## config.mk

```make
export PLATFORM = sky130hd
export DESIGN_NAME = lmk04906_loader
export DESIGN_NICKNAME = d
export VERILOG_FILES = /design/src/uwire_pkg.sv /design/src/uwire_frame_if.sv /design/src/lmk04906_loader.sv /design/src/load_sequencer.sv /design/src/uwire_shifter.sv
export VERILOG_INCLUDE_DIRS = /design/src /design/src/src
export SDC_FILE = /design/constraint.sdc
export NUM_CORES = 1
export LEC_CHECK = 0
export ABC_CLOCK_PERIOD_IN_PS = 8020
export CORE_MARGIN = 1.5
export CORE_UTILIZATION = 60
export DETAILED_ROUTE_END_ITERATION = 16
export DONT_BUFFER_PORTS = 1
export MAX_ROUTING_LAYER = met4
export PLACE_DENSITY = 0.85
export SYNTH_ARGS = -nofsm -noshare
export SYNTH_HDL_FRONTEND = slang
export SYNTH_HIERARCHICAL = 1
export SYNTH_SLANG_ARGS = --single-unit
```

## constraint.sdc

```tcl
create_clock -name clk_in -period 8.02 [get_ports clk_in]
set_clock_uncertainty 0.15 [all_clocks]
set_input_delay 1.604 -clock clk_in [delete_from_list [all_inputs] [get_ports clk_in]]
set_output_delay 1.604 -clock clk_in [all_outputs]
set_load 0.005 [all_outputs]
```

## src/uwire_params.svh

```systemverilog
//~~~~~~~~~~~~~~~~~~~~~~~~~~~~~~~~~~~~~~~~~~~~~~~~~~
// uWire loader sizes
//~~~~~~~~~~~~~~~~~~~~~~~~~~~~~~~~~~~~~~~~~~~~~~~~~~
`ifndef UWIRE_PARAMS_SVH
`define UWIRE_PARAMS_SVH

`define UWIRE_DATA_W          27   // Data bits per frame, MSB first
`define UWIRE_ADDR_W          5    // Register address bits after the data
`define UWIRE_FRAME_W         32   // Data plus address
`define UWIRE_CNT_W           6    // Bit-cycle and gap counter

`define UWIRE_FRAME_CYCLES    64   // LE low window, two clk_in cycles per bit
`define UWIRE_GAP_CYCLES      19   // LE high between ordinary frames
`define UWIRE_EXT_GAP_CYCLES  16   // LE high after the extra latch pulse
`define UWIRE_EXT_START       3    // Gap cycle where the extra pulse begins
`define UWIRE_EXT_CYCLES      6    // Extra LE low pulse, three uWire clocks

`define CFG_WORDS             26   // Entries in the configuration table
`define CFG_INDEX_W           5    // Table position width

`define DIV_ADDR_MAX          5    // R0..R5 hold the clock divider words
`define DIV_LOW_LIMIT         25   // Divide field [10:0] threshold
`define DIV_HIGH_LIMIT        12   // Divide field [22:13] threshold

`endif

```

## src/uwire_pkg.sv

```systemverilog
//~~~~~~~~~~~~~~~~~~~~~~~~~~~~~~~~~~~~~~~~~~~~~~~~~~
// uWire loader types and table
//~~~~~~~~~~~~~~~~~~~~~~~~~~~~~~~~~~~~~~~~~~~~~~~~~~
`default_nettype none
`include "uwire_params.svh"

package uwire_pkg;
	typedef logic [`UWIRE_DATA_W-1:0] cfg_data_t;    // Frame data field
	typedef logic [`UWIRE_ADDR_W-1:0] cfg_addr_t;    // Chip register number
	typedef logic [`CFG_INDEX_W-1:0]  cfg_index_t;   // Position in the table

	typedef enum logic [1:0] {SEQ_IDLE, SEQ_REQUEST, SEQ_WAIT_DONE, SEQ_FINISHED} seq_state_t;
	typedef enum logic [1:0] {SH_IDLE, SH_SHIFT, SH_GAP, SH_EXTRA} shift_state_t;

	// Chip setup, single PLL with 0-delay, sent in this order
	localparam cfg_data_t cfg_table [`CFG_WORDS] = '{
		27'b0000_0000_0000_0010_0000_0000_000,   // R0 soft reset
		27'b0000_0000_0000_0000_0000_1010_000,   // R0 clk0 divide 80
		27'b0000_0000_0000_0000_0111_1101_000,   // R1 clk1 divide 1000
		27'b0000_0000_0000_0000_0000_0101_000,   // R2 clk2 divide 40
		27'b1000_0000_0000_0000_0000_0011_001,   // R3 clk3 off
		27'b1000_0000_0000_0000_0000_0011_001,   // R4 clk4 off
		27'b1000_0000_0000_0000_0000_0011_001,   // R5 clk5 off
		27'b0000_0001_0001_0000_0000_0000_000,   // R6 output types
		27'b0000_0000_0001_0000_0000_0000_000,   // R7
		27'b0000_0000_0000_0000_0000_0000_000,   // R8
		27'b0101_0101_0101_0101_0101_0101_010,   // R9 fixed pattern
		27'b0001_0001_0101_0010_0100_0010_000,   // R10 OSCout setup
		27'b0011_0111_1111_0001_0001_0000_000,   // R11 mode and SYNC
		27'b0001_0011_0000_1100_0000_0000_011,   // R12 LD pin, holdover
		27'b0011_1011_0000_0010_0000_0110_000,   // R13 holdover pin, clkin
		27'b0001_0010_0000_0000_0000_0000_000,   // R14
		27'b1000_0000_0000_0000_1000_0000_000,   // R15 holdover exit
		27'b0000_0001_0101_0101_0000_0100_000,   // R16 fixed pattern
		27'b0000_0000_0000_0000_0000_0000_110,   // R24 PLL2 loop filter
		27'b0000_0001_0000_0001_0000_0000_000,   // R25 DAC, PLL1 unused
		27'b0010_1111_1010_1000_0000_0000_000,   // R26 PLL2 charge pump
		27'b0001_0000_0000_0000_0001_1000_000,   // R27 PLL1 R, unused
		27'b0000_0000_0010_0000_0011_0000_000,   // R28 PLL2 R
		27'b0000_0000_1000_0000_0000_0011_000,   // R29 PLL2 N cal
		27'b0000_0010_0000_0000_0000_0011_000,   // R30 PLL2 N and P
		27'b0000_0000_0001_1111_0000_0000_000    // R31 uWire lock off
	};

	// R0 goes twice, the register map skips R17..R23
	localparam cfg_addr_t cfg_addr_table [`CFG_WORDS] = '{
		5'd0,  5'd0,  5'd1,  5'd2,  5'd3,  5'd4,  5'd5,
		5'd6,  5'd7,  5'd8,  5'd9,  5'd10, 5'd11, 5'd12,
		5'd13, 5'd14, 5'd15, 5'd16,
		5'd24, 5'd25, 5'd26, 5'd27, 5'd28, 5'd29, 5'd30, 5'd31
	};
endpackage

`default_nettype wire

```

## src/uwire_frame_if.sv

```systemverilog
//~~~~~~~~~~~~~~~~~~~~~~~~~~~~~~~~~~~~~~~~~~~~~~~~~~
// Frame request bus
//~~~~~~~~~~~~~~~~~~~~~~~~~~~~~~~~~~~~~~~~~~~~~~~~~~
`timescale 1ns/10ps
`default_nettype none

interface uwire_frame_if;
	import uwire_pkg::*;

	logic      valid;   // Frame request, one word at a time
	cfg_data_t data;    // Data field, MSB goes out first
	cfg_addr_t addr;    // Register address, sent after data
	logic      ext;     // Divider word, extra latch pulse needed
	logic      done;    // One cycle, frame plus gap finished

	modport seq (
		output valid,
		output data,
		output addr,
		output ext,
		input  done
	);

	modport shift (
		input  valid,
		input  data,
		input  addr,
		input  ext,
		output done
	);
endinterface

`default_nettype wire

```

## src/lmk04906_loader.sv

```systemverilog
//~~~~~~~~~~~~~~~~~~~~~~~~~~~~~~~~~~~~~~~~~~~~~~~~~~
// LMK04906 uWire loader
//~~~~~~~~~~~~~~~~~~~~~~~~~~~~~~~~~~~~~~~~~~~~~~~~~~
`timescale 1ns/10ps
`default_nettype none

module lmk04906_loader (
	input  logic clk_in,
	input  logic reset,
	input  logic start,         // Pulse to send the whole table
	output logic uwire_data,
	output logic uwire_le,
	output logic uwire_clk,
	output logic config_done    // High after the last word
);
	uwire_frame_if frame_bus ();   // One frame in flight

	load_sequencer load_sequencer_inst (
		.clk_in      (clk_in),
		.reset       (reset),
		.start       (start),
		.frame       (frame_bus.seq),
		.config_done (config_done)
	);

	uwire_shifter uwire_shifter_inst (
		.clk_in     (clk_in),
		.reset      (reset),
		.frame      (frame_bus.shift),
		.uwire_data (uwire_data),
		.uwire_le   (uwire_le),
		.uwire_clk  (uwire_clk)
	);
endmodule

`default_nettype wire

```

## src/load_sequencer.sv

```systemverilog
//~~~~~~~~~~~~~~~~~~~~~~~~~~~~~~~~~~~~~~~~~~~~~~~~~~
// Configuration table sequencer
//~~~~~~~~~~~~~~~~~~~~~~~~~~~~~~~~~~~~~~~~~~~~~~~~~~
`timescale 1ns/10ps
`default_nettype none
`include "uwire_params.svh"

module load_sequencer (
	input  logic       clk_in,
	input  logic       reset,
	input  logic       start,        // One-shot load request
	uwire_frame_if.seq frame,
	output logic       config_done   // Whole table sent
);
	import uwire_pkg::*;

	seq_state_t state;
	cfg_index_t index;          // Current table entry
	cfg_data_t  word;
	cfg_addr_t  word_addr;
	logic       div_reg;        // Address falls in R0..R5
	logic       div_low_big;    // Divide field [10:0] too large
	logic       div_high_big;   // Divide field [22:13] too large
	logic       last_word;

	assign word      = cfg_table[index];
	assign word_addr = cfg_addr_table[index];

	// Large dividers need a second latch pulse on the chip
	assign div_reg      = (word_addr <= `DIV_ADDR_MAX);
	assign div_low_big  = (word[10:0] > `DIV_LOW_LIMIT);
	assign div_high_big = (word[22:13] > `DIV_HIGH_LIMIT);

	assign frame.valid = (state == SEQ_REQUEST);   // Shifter is idle whenever we ask
	assign frame.data  = word;
	assign frame.addr  = word_addr;
	assign frame.ext   = div_reg & (div_low_big | div_high_big);

	assign last_word = (index == cfg_index_t'(`CFG_WORDS - 1));

	always_ff @(posedge clk_in or negedge reset) begin
		if (!reset) begin
			state       <= SEQ_IDLE;
			index       <= '0;
			config_done <= 1'b0;
		end else begin
			case (state)
				SEQ_IDLE, SEQ_FINISHED: begin
					if (start) begin                  // Restart from word 0
						index       <= '0;
						config_done <= 1'b0;
						state       <= SEQ_REQUEST;
					end
				end
				SEQ_REQUEST: begin
					state <= SEQ_WAIT_DONE;           // Frame taken this cycle
				end
				SEQ_WAIT_DONE: begin
					if (frame.done) begin
						if (last_word) begin
							state       <= SEQ_FINISHED;
							config_done <= 1'b1;      // Held until next start
						end else begin
							index <= index + 1'b1;
							state <= SEQ_REQUEST;
						end
					end
				end
				default: begin
					state <= SEQ_IDLE;
				end
			endcase
		end
	end
endmodule

`default_nettype wire

```

## src/uwire_shifter.sv

```systemverilog
//~~~~~~~~~~~~~~~~~~~~~~~~~~~~~~~~~~~~~~~~~~~~~~~~~~
// uWire frame serializer
//~~~~~~~~~~~~~~~~~~~~~~~~~~~~~~~~~~~~~~~~~~~~~~~~~~
`timescale 1ns/10ps
`default_nettype none
`include "uwire_params.svh"

module uwire_shifter (
	input  logic         clk_in,
	input  logic         reset,
	uwire_frame_if.shift frame,
	output logic         uwire_data,
	output logic         uwire_le,     // Chip latches the word on rise
	output logic         uwire_clk     // Chip samples data on rise
);
	import uwire_pkg::*;

	typedef logic [`UWIRE_CNT_W-1:0] cnt_t;

	localparam cnt_t FRAME_LAST   = cnt_t'(`UWIRE_FRAME_CYCLES - 1);
	localparam cnt_t GAP_LAST     = cnt_t'(`UWIRE_GAP_CYCLES - 1);
	localparam cnt_t EXT_GAP_LAST = cnt_t'(`UWIRE_EXT_GAP_CYCLES - 1);
	localparam cnt_t EXT_AT       = cnt_t'(`UWIRE_EXT_START - 1);
	localparam cnt_t EXT_LAST     = cnt_t'(`UWIRE_EXT_CYCLES - 1);

	shift_state_t             state;
	cnt_t                     cnt;         // Cycle of the value now on the pins
	logic [`UWIRE_FRAME_W-2:0] shreg;      // Frame bits after the MSB
	logic                     ext_pend;    // Extra pulse still owed
	logic                     after_ext;   // Use the shorter gap
	logic                     gap_end;

	assign gap_end = after_ext ? (cnt == EXT_GAP_LAST) : (cnt == GAP_LAST);

	always_ff @(posedge clk_in) begin
		if (state == SH_IDLE && frame.valid) begin
			shreg <= {frame.data[`UWIRE_DATA_W-2:0], frame.addr};
		end else if (state == SH_SHIFT && cnt[0]) begin
			shreg <= {shreg[`UWIRE_FRAME_W-3:0], 1'b0};   // Next bit after clk high
		end
	end

	always_ff @(posedge clk_in or negedge reset) begin
		if (!reset) begin
			state      <= SH_IDLE;
			cnt        <= '0;
			ext_pend   <= 1'b0;
			after_ext  <= 1'b0;
			uwire_le   <= 1'b1;
			uwire_clk  <= 1'b0;
			uwire_data <= 1'b0;
			frame.done <= 1'b0;
		end else begin
			frame.done <= 1'b0;
			case (state)
				SH_IDLE: begin
					if (frame.valid) begin
						state      <= SH_SHIFT;
						cnt        <= '0;
						ext_pend   <= frame.ext;
						after_ext  <= 1'b0;
						uwire_le   <= 1'b0;                   // Frame window opens
						uwire_clk  <= 1'b0;
						uwire_data <= frame.data[`UWIRE_DATA_W-1];
					end
				end
				SH_SHIFT: begin
					if (cnt == FRAME_LAST) begin
						state      <= SH_GAP;
						cnt        <= '0;
						uwire_le   <= 1'b1;                   // Latch the word
						uwire_clk  <= 1'b0;
						uwire_data <= 1'b0;
					end else begin
						cnt       <= cnt + 1'b1;
						uwire_clk <= ~cnt[0];                 // High on odd cycles
						if (cnt[0]) begin
							uwire_data <= shreg[`UWIRE_FRAME_W-2];
						end
					end
				end
				SH_GAP: begin
					if (ext_pend && cnt == EXT_AT) begin
						state    <= SH_EXTRA;
						cnt      <= '0;
						ext_pend <= 1'b0;
						uwire_le <= 1'b0;                     // Second latch pulse
					end else if (gap_end) begin
						state      <= SH_IDLE;
						frame.done <= 1'b1;
					end else begin
						cnt <= cnt + 1'b1;
					end
				end
				SH_EXTRA: begin
					if (cnt == EXT_LAST) begin
						state     <= SH_GAP;
						cnt       <= '0;
						after_ext <= 1'b1;
						uwire_le  <= 1'b1;
						uwire_clk <= 1'b0;
					end else begin
						cnt       <= cnt + 1'b1;
						uwire_clk <= ~cnt[0];                 // Three clock pulses
					end
				end
				default: begin
					state <= SH_IDLE;
				end
			endcase
		end
	end
endmodule

`default_nettype wire

```

==> results of run 1 <==
==> registers in the layout, summed over array words and instances (netlist names) <==
signal                           count
uwire_shifter_inst/state             2
uwire_shifter_inst/shreg            31
uwire_shifter_inst/ext_pend          1
uwire_shifter_inst/frame.done        1
load_sequencer_inst/config_done      1
uwire_shifter_inst/cnt               6
uwire_shifter_inst/after_ext         1
load_sequencer_inst/state            2
uwire_shifter_inst/uwire_data        1
uwire_shifter_inst/uwire_le          1
uwire_shifter_inst/uwire_clk         1
load_sequencer_inst/index            5
==> cells by family (layout without fill, tap and decap cells) <==
family,count (synthesis),in the layout,synth area share [%]
multiplexers,37,37,11.9
AND/OR/NAND/NOR,108,108,16.2
AO/OA/AOI/OAI,92,92,18.5
adder cells (fa/ha/maj),14,14,5.07
XOR/XNOR,1,1,0.254
flip-flops,53,53,42.9
buffers and inverters,38,27,5.18
==> synth_stat cells (2+ instances only) <==
master,count,area (sq um)
buf_6,2,22.5
nand3_1,8,40.0
nor2_2,2,12.5
inv_1,15,56.3
mux2_2,32,360
a21oi_1,22,110
buf_2,14,70.1
nor2_1,22,82.6
o21ai_0,20,100
o211ai_1,2,15.0
a21boi_0,2,15.0
a2bb2oi_1,2,17.5
a31oi_1,4,25.0
clkbuf_1,4,15.0
nor2b_1,10,62.6
nand2_1,32,120
o21ai_1,4,20.0
nor3b_1,2,15.0
a22oi_1,2,15.0
dfrtp_1,21,526
nand4_1,6,37.5
nor3_1,2,10.0
ha_1,14,175
and2_1,2,12.5
edfxtp_1,31,931
mux2i_1,5,50.1
o32ai_1,3,26.3
a22o_1,8,70.1
and2b_1,2,15.0
nand2b_1,11,68.8
o22ai_1,5,31.3
==> metrics by stage <==
step | util (%) | setup slack, ps | hold WS (ps) | instances
after floorplan | - | 5160 | 367 | 343
after global placement | 62.3 | 5280 | 377 | 396
after detailed placement | 62.3 | 5220 | 384 | 396
after CTS | 64.2 | 5310 | 405 | 404
after global routing | 64.2 | 5130 | 416 | 404
final | 64.2 | 5270 | 401 | 404
==> cell type report <==
type | instances | area, sq um | area share [%]
clock buffer | 7 | 97.6 | 2.75
clock inverter | 1 | 5.00 | 0.141
inverter | 16 | 60.1 | 1.69
multi-input combinational | 252 | 1800 | 50.5
sequential | 53 | 1480 | 41.7
tap | 72 | 90.1 | 2.53
timing repair buffer | 3 | 22.5 | 0.634
==> layer usage <==
metal	vias to the layer above	GRT usage (%)	routed length, um
met2	89	37.6	3270
li1	1231	-	-
met4	0	7.37	85
met1	1253	33.8	3200
met3	12	4.71	382
met5	-	-	0
==> placed cells by master, fill, tap and decap left out, drive strengths merged, types with 4 or more instances in the layout <==
master and instances:
a21oi 23, a22o 8, a31oi 4, clkbuf 7, dfrtp 21, edfxtp 31
ha 14, inv 16, mux2 32, mux2i 5, nand2 33, nand2b 11
nand3 9, nand4 6, nor2 24, nor2b 10, o21ai 24, o22ai 5
==> power by group through the flow <==
stage,Combinational (mW),Sequential [mW],Clock (mW)
floorplan,0.401,0.520,0
global placement,0.450,0.553,0
detailed placement,0.470,0.558,0
CTS,0.475,0.552,0.171
global route,0.525,0.569,0.182
finish,0.474,0.553,0.165
==> worst max path at each step <==
stage,slack [ps],endpoint
2_1_floorplan,5160,uwire_shifter_inst/shreg[0]$_SDFFCE_PN0P_
5_1_grt,5130,uwire_shifter_inst/ext_pend$_DFFE_PN0P_
3_3_place_gp,5280,load_sequencer_inst/index[4]$_DFFE_PN0P_
3_5_place_dp,5220,load_sequencer_inst/index[3]$_DFFE_PN0P_
4_1_cts,5310,uwire_shifter_inst/ext_pend$_DFFE_PN0P_
6_report,5270,uwire_shifter_inst/ext_pend$_DFFE_PN0P_
==> results.toml, run 1 <==
[run_status]
outcome = "finished, final reports clean"

[power_and_ir_drop]
switching_share_pct = 36.6
switchingPower_mw = 0.436
power.leakage_nw = 1.35
vdd_drop_max_uv = 191
seq_power_share_pct = 46.4
internal-power_mw = 0.757
p_comb_share_pct = 39.8
p_total_mw = 1.19
power_density_nw_per_um2 = 336
clockPowerShare_pct = 13.9

[worst_setup_path]
critical_path.max_fanout = 14
reg2reg_slack_ps = 5270
cp-end-kind = "register"
crit_arrival_ps = 2790
r2r-start = "load_sequencer_inst/index[1]$_DFFE_PN0P_"
cp-startpoint = "load_sequencer_inst/index[1]$_DFFE_PN0P_"
worst_path_largest_cell_delay_ps = 660
criticalPathCategory = "reg2reg"
cp_cell_sequence = "inv_1, ha_1, mux2i_1, o31ai_2, or4_1, o31a_1, nand2_1, o21ai_0"
timing.rr.end = "uwire_shifter_inst/ext_pend$_DFFE_PN0P_"
worst-path-stages = 8
crit_path_start_kind = "register"
worst-r2r-cell-count = 8
path_delay_family = "flip-flops"
cpMaxStageDelayCell = "dfrtp_1"
worstPathRequired_ps = 8060
path_buf_inv = 1

[sta]
fin_crit_ps = 2750
post-route-period-util_pct = 34.3
drv_slew = 0
finalSetupViolations = 0
hold_viol_final = 0
timing.slew.headroom_pct = 31.1
rsz0062_at_grt = "no"
tns_ps = 0
timing.fmax_mhz = 363
worst_pin_slew_ps = 1030

[placed_design]
gp_congestion = 0.961
portBuffers = 0
hpwl_mm = 4.68
place_area_sq_um = 3450

[yosys]
avgSynthCellArea_sq_um = 10.1
synth.distinct_cells = 63
synthCells = 343
ys_warn_count = 6
syn-cell-area_sq_um = 3450
synth_seq_area_share_pct = 42.9
ys.flop_type = "edfxtp_1"
async_flop_share_pct = 41.5
synth_nets = 360
synth_edf_count = 31
synth-seq-cells = 53

[clock_tree]
htree_levels = 2
clk_pin_slew_ps = 100
cts_buffers = 5
clock_path_buffers = 2
postCtsSetupBuffers = 0
clock_latency_ps = 310
cts_resized = 0
cts-root-buf = "clkbuf_8"
cts_num_sinks = 53
cts_tree = "built"
hold_buffers = 0

[global_routing]
grt_pass1_wl_mm = 11.6
antenna_found_initial = 0
grt_max_degree = 39
overflow = 0
grt_pass1_vias = 2422
track_usage_pct = 24.7

[routing]
drt_wl_total_mm = 6.95
drtIter0Drc = 319
vias_per_cell = 6.40
antenna_left = 0
drc = 0
vias = 2585
dr.pass1.iters = 5
post_drt_wl_per_cell_um = 17.2

[layout]
num-fill-cells = 434
final_layout_size_suffix_gt1_share_pct = 18.1
design_area_sq_um = 3550
layout.nets = 348
diodes = 0
area_delta_synth_final_pct = 2.90

[die]
dieArea_sq_um = 6220
die_h_um = 78.9
io_pins = 7
initial_utilization_pct = 62.4
rows = 27
die_x_um = 78.9
core_sq_um = 5540

[flow_run]
drv_cap = 0

[worst_hold_path]
min_to = "uwire_shifter_inst/shreg[4]$_DFFE_PP_"
worst_hold_startpoint = "uwire_shifter_inst/shreg[3]$_DFFE_PP_"
hold_class = "reg2reg"
hold_path_depth = 1
Note: power is estimated with default switching activity, not from simulation.
==> run 2, diff against run 1 <==
--- a/config.mk
+++ b/config.mk
@@ -6,7 +6,7 @@
 export SDC_FILE = /design/constraint.sdc
 export NUM_CORES = 1
 export LEC_CHECK = 0
-export ABC_CLOCK_PERIOD_IN_PS = 8020
+export ABC_CLOCK_PERIOD_IN_PS = 2810
 export CORE_MARGIN = 1.5
 export CORE_UTILIZATION = 60
 export DETAILED_ROUTE_END_ITERATION = 16
==> constraint.sdc (replaced) <==
create_clock -name clk_in -period 2.81 [get_ports clk_in]
set_clock_uncertainty 0.15 [all_clocks]
set_input_delay 0.562 -clock clk_in [delete_from_list [all_inputs] [get_ports clk_in]]
set_output_delay 0.562 -clock clk_in [all_outputs]
set_load 0.005 [all_outputs]
==> results.toml, run 2 (same netlist as run 1, synthesis figures left out) <==
[placed_design]
gp_congestion = 0.997
hpwl_mm = 5.13
place_area_sq_um = 3510
dp_slack_ps = 439
portBuffers = 0

[worst_setup_path]
worstPathRequired_ps = 2840
cp_cell_sequence = "inv_1, ha_1, nand2_1, a21oi_1, or4_1, o31a_1, nand2_1, o21ai_0"
crit_path_start_kind = "register"
path_buf_inv = 1
cp_common_cell = "nand2_1"
reg2reg_slack_ps = 450
cp-end-kind = "register"
cpMaxStageDelayCell = "or4_1"
r2r-start = "load_sequencer_inst/index[0]$_DFFE_PN0P_"
criticalPathCategory = "reg2reg"
critical_path.max_fanout = 10
cp-startpoint = "load_sequencer_inst/index[0]$_DFFE_PN0P_"
worst-r2r-cell-count = 8
timing.rr.end = "uwire_shifter_inst/ext_pend$_DFFE_PN0P_"
crit_arrival_ps = 2380
path_delay_family = "simple AND/OR/NAND/NOR gates"
worst_path_largest_cell_delay_ps = 520

[sta]
hold_viol_final = 0
timing.slew.headroom_pct = 31.1
tns_ps = 0
rsz0062_at_grt = "no"
fin_crit_ps = 2360
timing.fmax_mhz = 424
post-route-period-util_pct = 83.9
worst_pin_slew_ps = 1030
drv_slew = 0
setup_ws_ps = 452
finalSetupViolations = 0

[clock_tree]
clock_path_buffers = 2
htree_levels = 2
cts_tree = "built"
cts_buffers = 5
clock_latency_ps = 300
clk_pin_slew_ps = 90
postCtsSetupBuffers = 0
cts_num_sinks = 53
cts-root-buf = "clkbuf_8"
hold_buffers = 1
cts_resized = 0

[routing]
dr.pass1.iters = 5
drt_wl_total_mm = 7.12
vias = 2636
drtIter0Drc = 302
post_drt_wl_per_cell_um = 17.2
vias_per_cell = 6.38
drc = 0
antenna_left = 0

[layout]
design_area_sq_um = 3610
reg.largest.list = "uwire_shifter_inst/shreg (31), uwire_shifter_inst/cnt (6), load_sequencer_inst/index (5)"
final_layout_size_suffix_gt1_share_pct = 19.6
regMostFlops = "uwire_shifter_inst/shreg"
diodes = 0
largest_reg_flops = 31
layout.nets = 357
area_delta_synth_final_pct = 4.56
layout_common_cells = "nand2_1, mux2_2, edfxtp_1, nor2_1"
num-fill-cells = 425

[power_and_ir_drop]
power_density_nw_per_um2 = 940
p_total_mw = 3.39
vdd_drop_max_uv = 574
power.leakage_nw = 1.39

[global_routing]
overflow = 0
grt_pass1_vias = 2403
antenna_found_initial = 0
grt_max_degree = 34
grt_pass1_wl_mm = 11.6
track_usage_pct = 24.6

[worst_hold_path]
hold_class = "in2reg"
min_to = "load_sequencer_inst/config_done$_DFFE_PN0P_"
hold_path_depth = 3
worst_hold_startpoint = "start"

[die]
initial_utilization_pct = 62.4
dieArea_sq_um = 6220
die_x_um = 78.9
io_pins = 7
rows = 27
core_sq_um = 5540
die_h_um = 78.9

[flow_run]
drv_cap = 0

[run_status]
outcome = "finished, final reports clean"
-- run 2: cell types whose count changed in the layout (fill, tap and decap cells not counted) --
| cell | previous run | this run |
|---|---|---|
| clkbuf_8 | 5 | 6 |
| clkbuf_16 | 1 | 0 |
| clkbuf_1 | 1 | 2 |
| clkinv_2 | 1 | 0 |
| dlygate4sd3_1 | 0 | 1 |
| buf_4 | 3 | 11 |
-- run 2: where the power goes --
group | switching [mW] | internal [mW]
logic | 0.786 | 0.632
registers | 0.223 | 1.33
clock network | 0.226 | 0.201
total | 1.24 | 2.16
-- run 2: layout make-up --
cell class / count / area (sq um) / share of cell area (%)
flip-flops and latches: 53 / 1480 / 41.0
repair buffers: 12 / 92.6 / 2.56
multi-input cells: 252 / 1800 / 49.7
clock buffers: 8 / 90.1 / 2.49
well taps: 72 / 90.1 / 2.49
inverters: 16 / 60.1 / 1.66
-- run 2: worst max path at each step --
stage | to | slack, ps | depth (start not counted)
4_1_cts | uwire_shifter_inst/ext_pend$_DFFE_PN0P_ | 460 | 8
3_3_place_gp | uwire_shifter_inst/ext_pend$_DFFE_PN0P_ | 580 | 8
3_5_place_dp | uwire_shifter_inst/ext_pend$_DFFE_PN0P_ | 440 | 8
2_1_floorplan | uwire_shifter_inst/ext_pend$_DFFE_PN0P_ | 360 | 9
5_1_grt | uwire_shifter_inst/ext_pend$_DFFE_PN0P_ | 290 | 8
6_report | uwire_shifter_inst/ext_pend$_DFFE_PN0P_ | 450 | 8
-- run 2: metal layers --
layer  routed length, um  vias to the layer above  GRT usage, %
li1                    -                     1246             -
met4                  53                        0          6.14
met1                3240                     1278          33.6
met3                 378                        6          3.68
met5                   0                        -             -
met2                3450                      106          38.9
-- run 2: metrics by stage --
step                      cells  hold slack, ps  utilization [%]
after floorplan             343             116                -
after global placement      404             117             63.4
final                       413             380             65.2
after CTS                   413             358             65.2
after detailed placement    404             117             63.4
after global routing        413             395             65.2
-- run 2: worst min-delay path, stage by stage --
cell     delay [ps]
nand2_1          60
a21oi_1          70
nor2_1          100
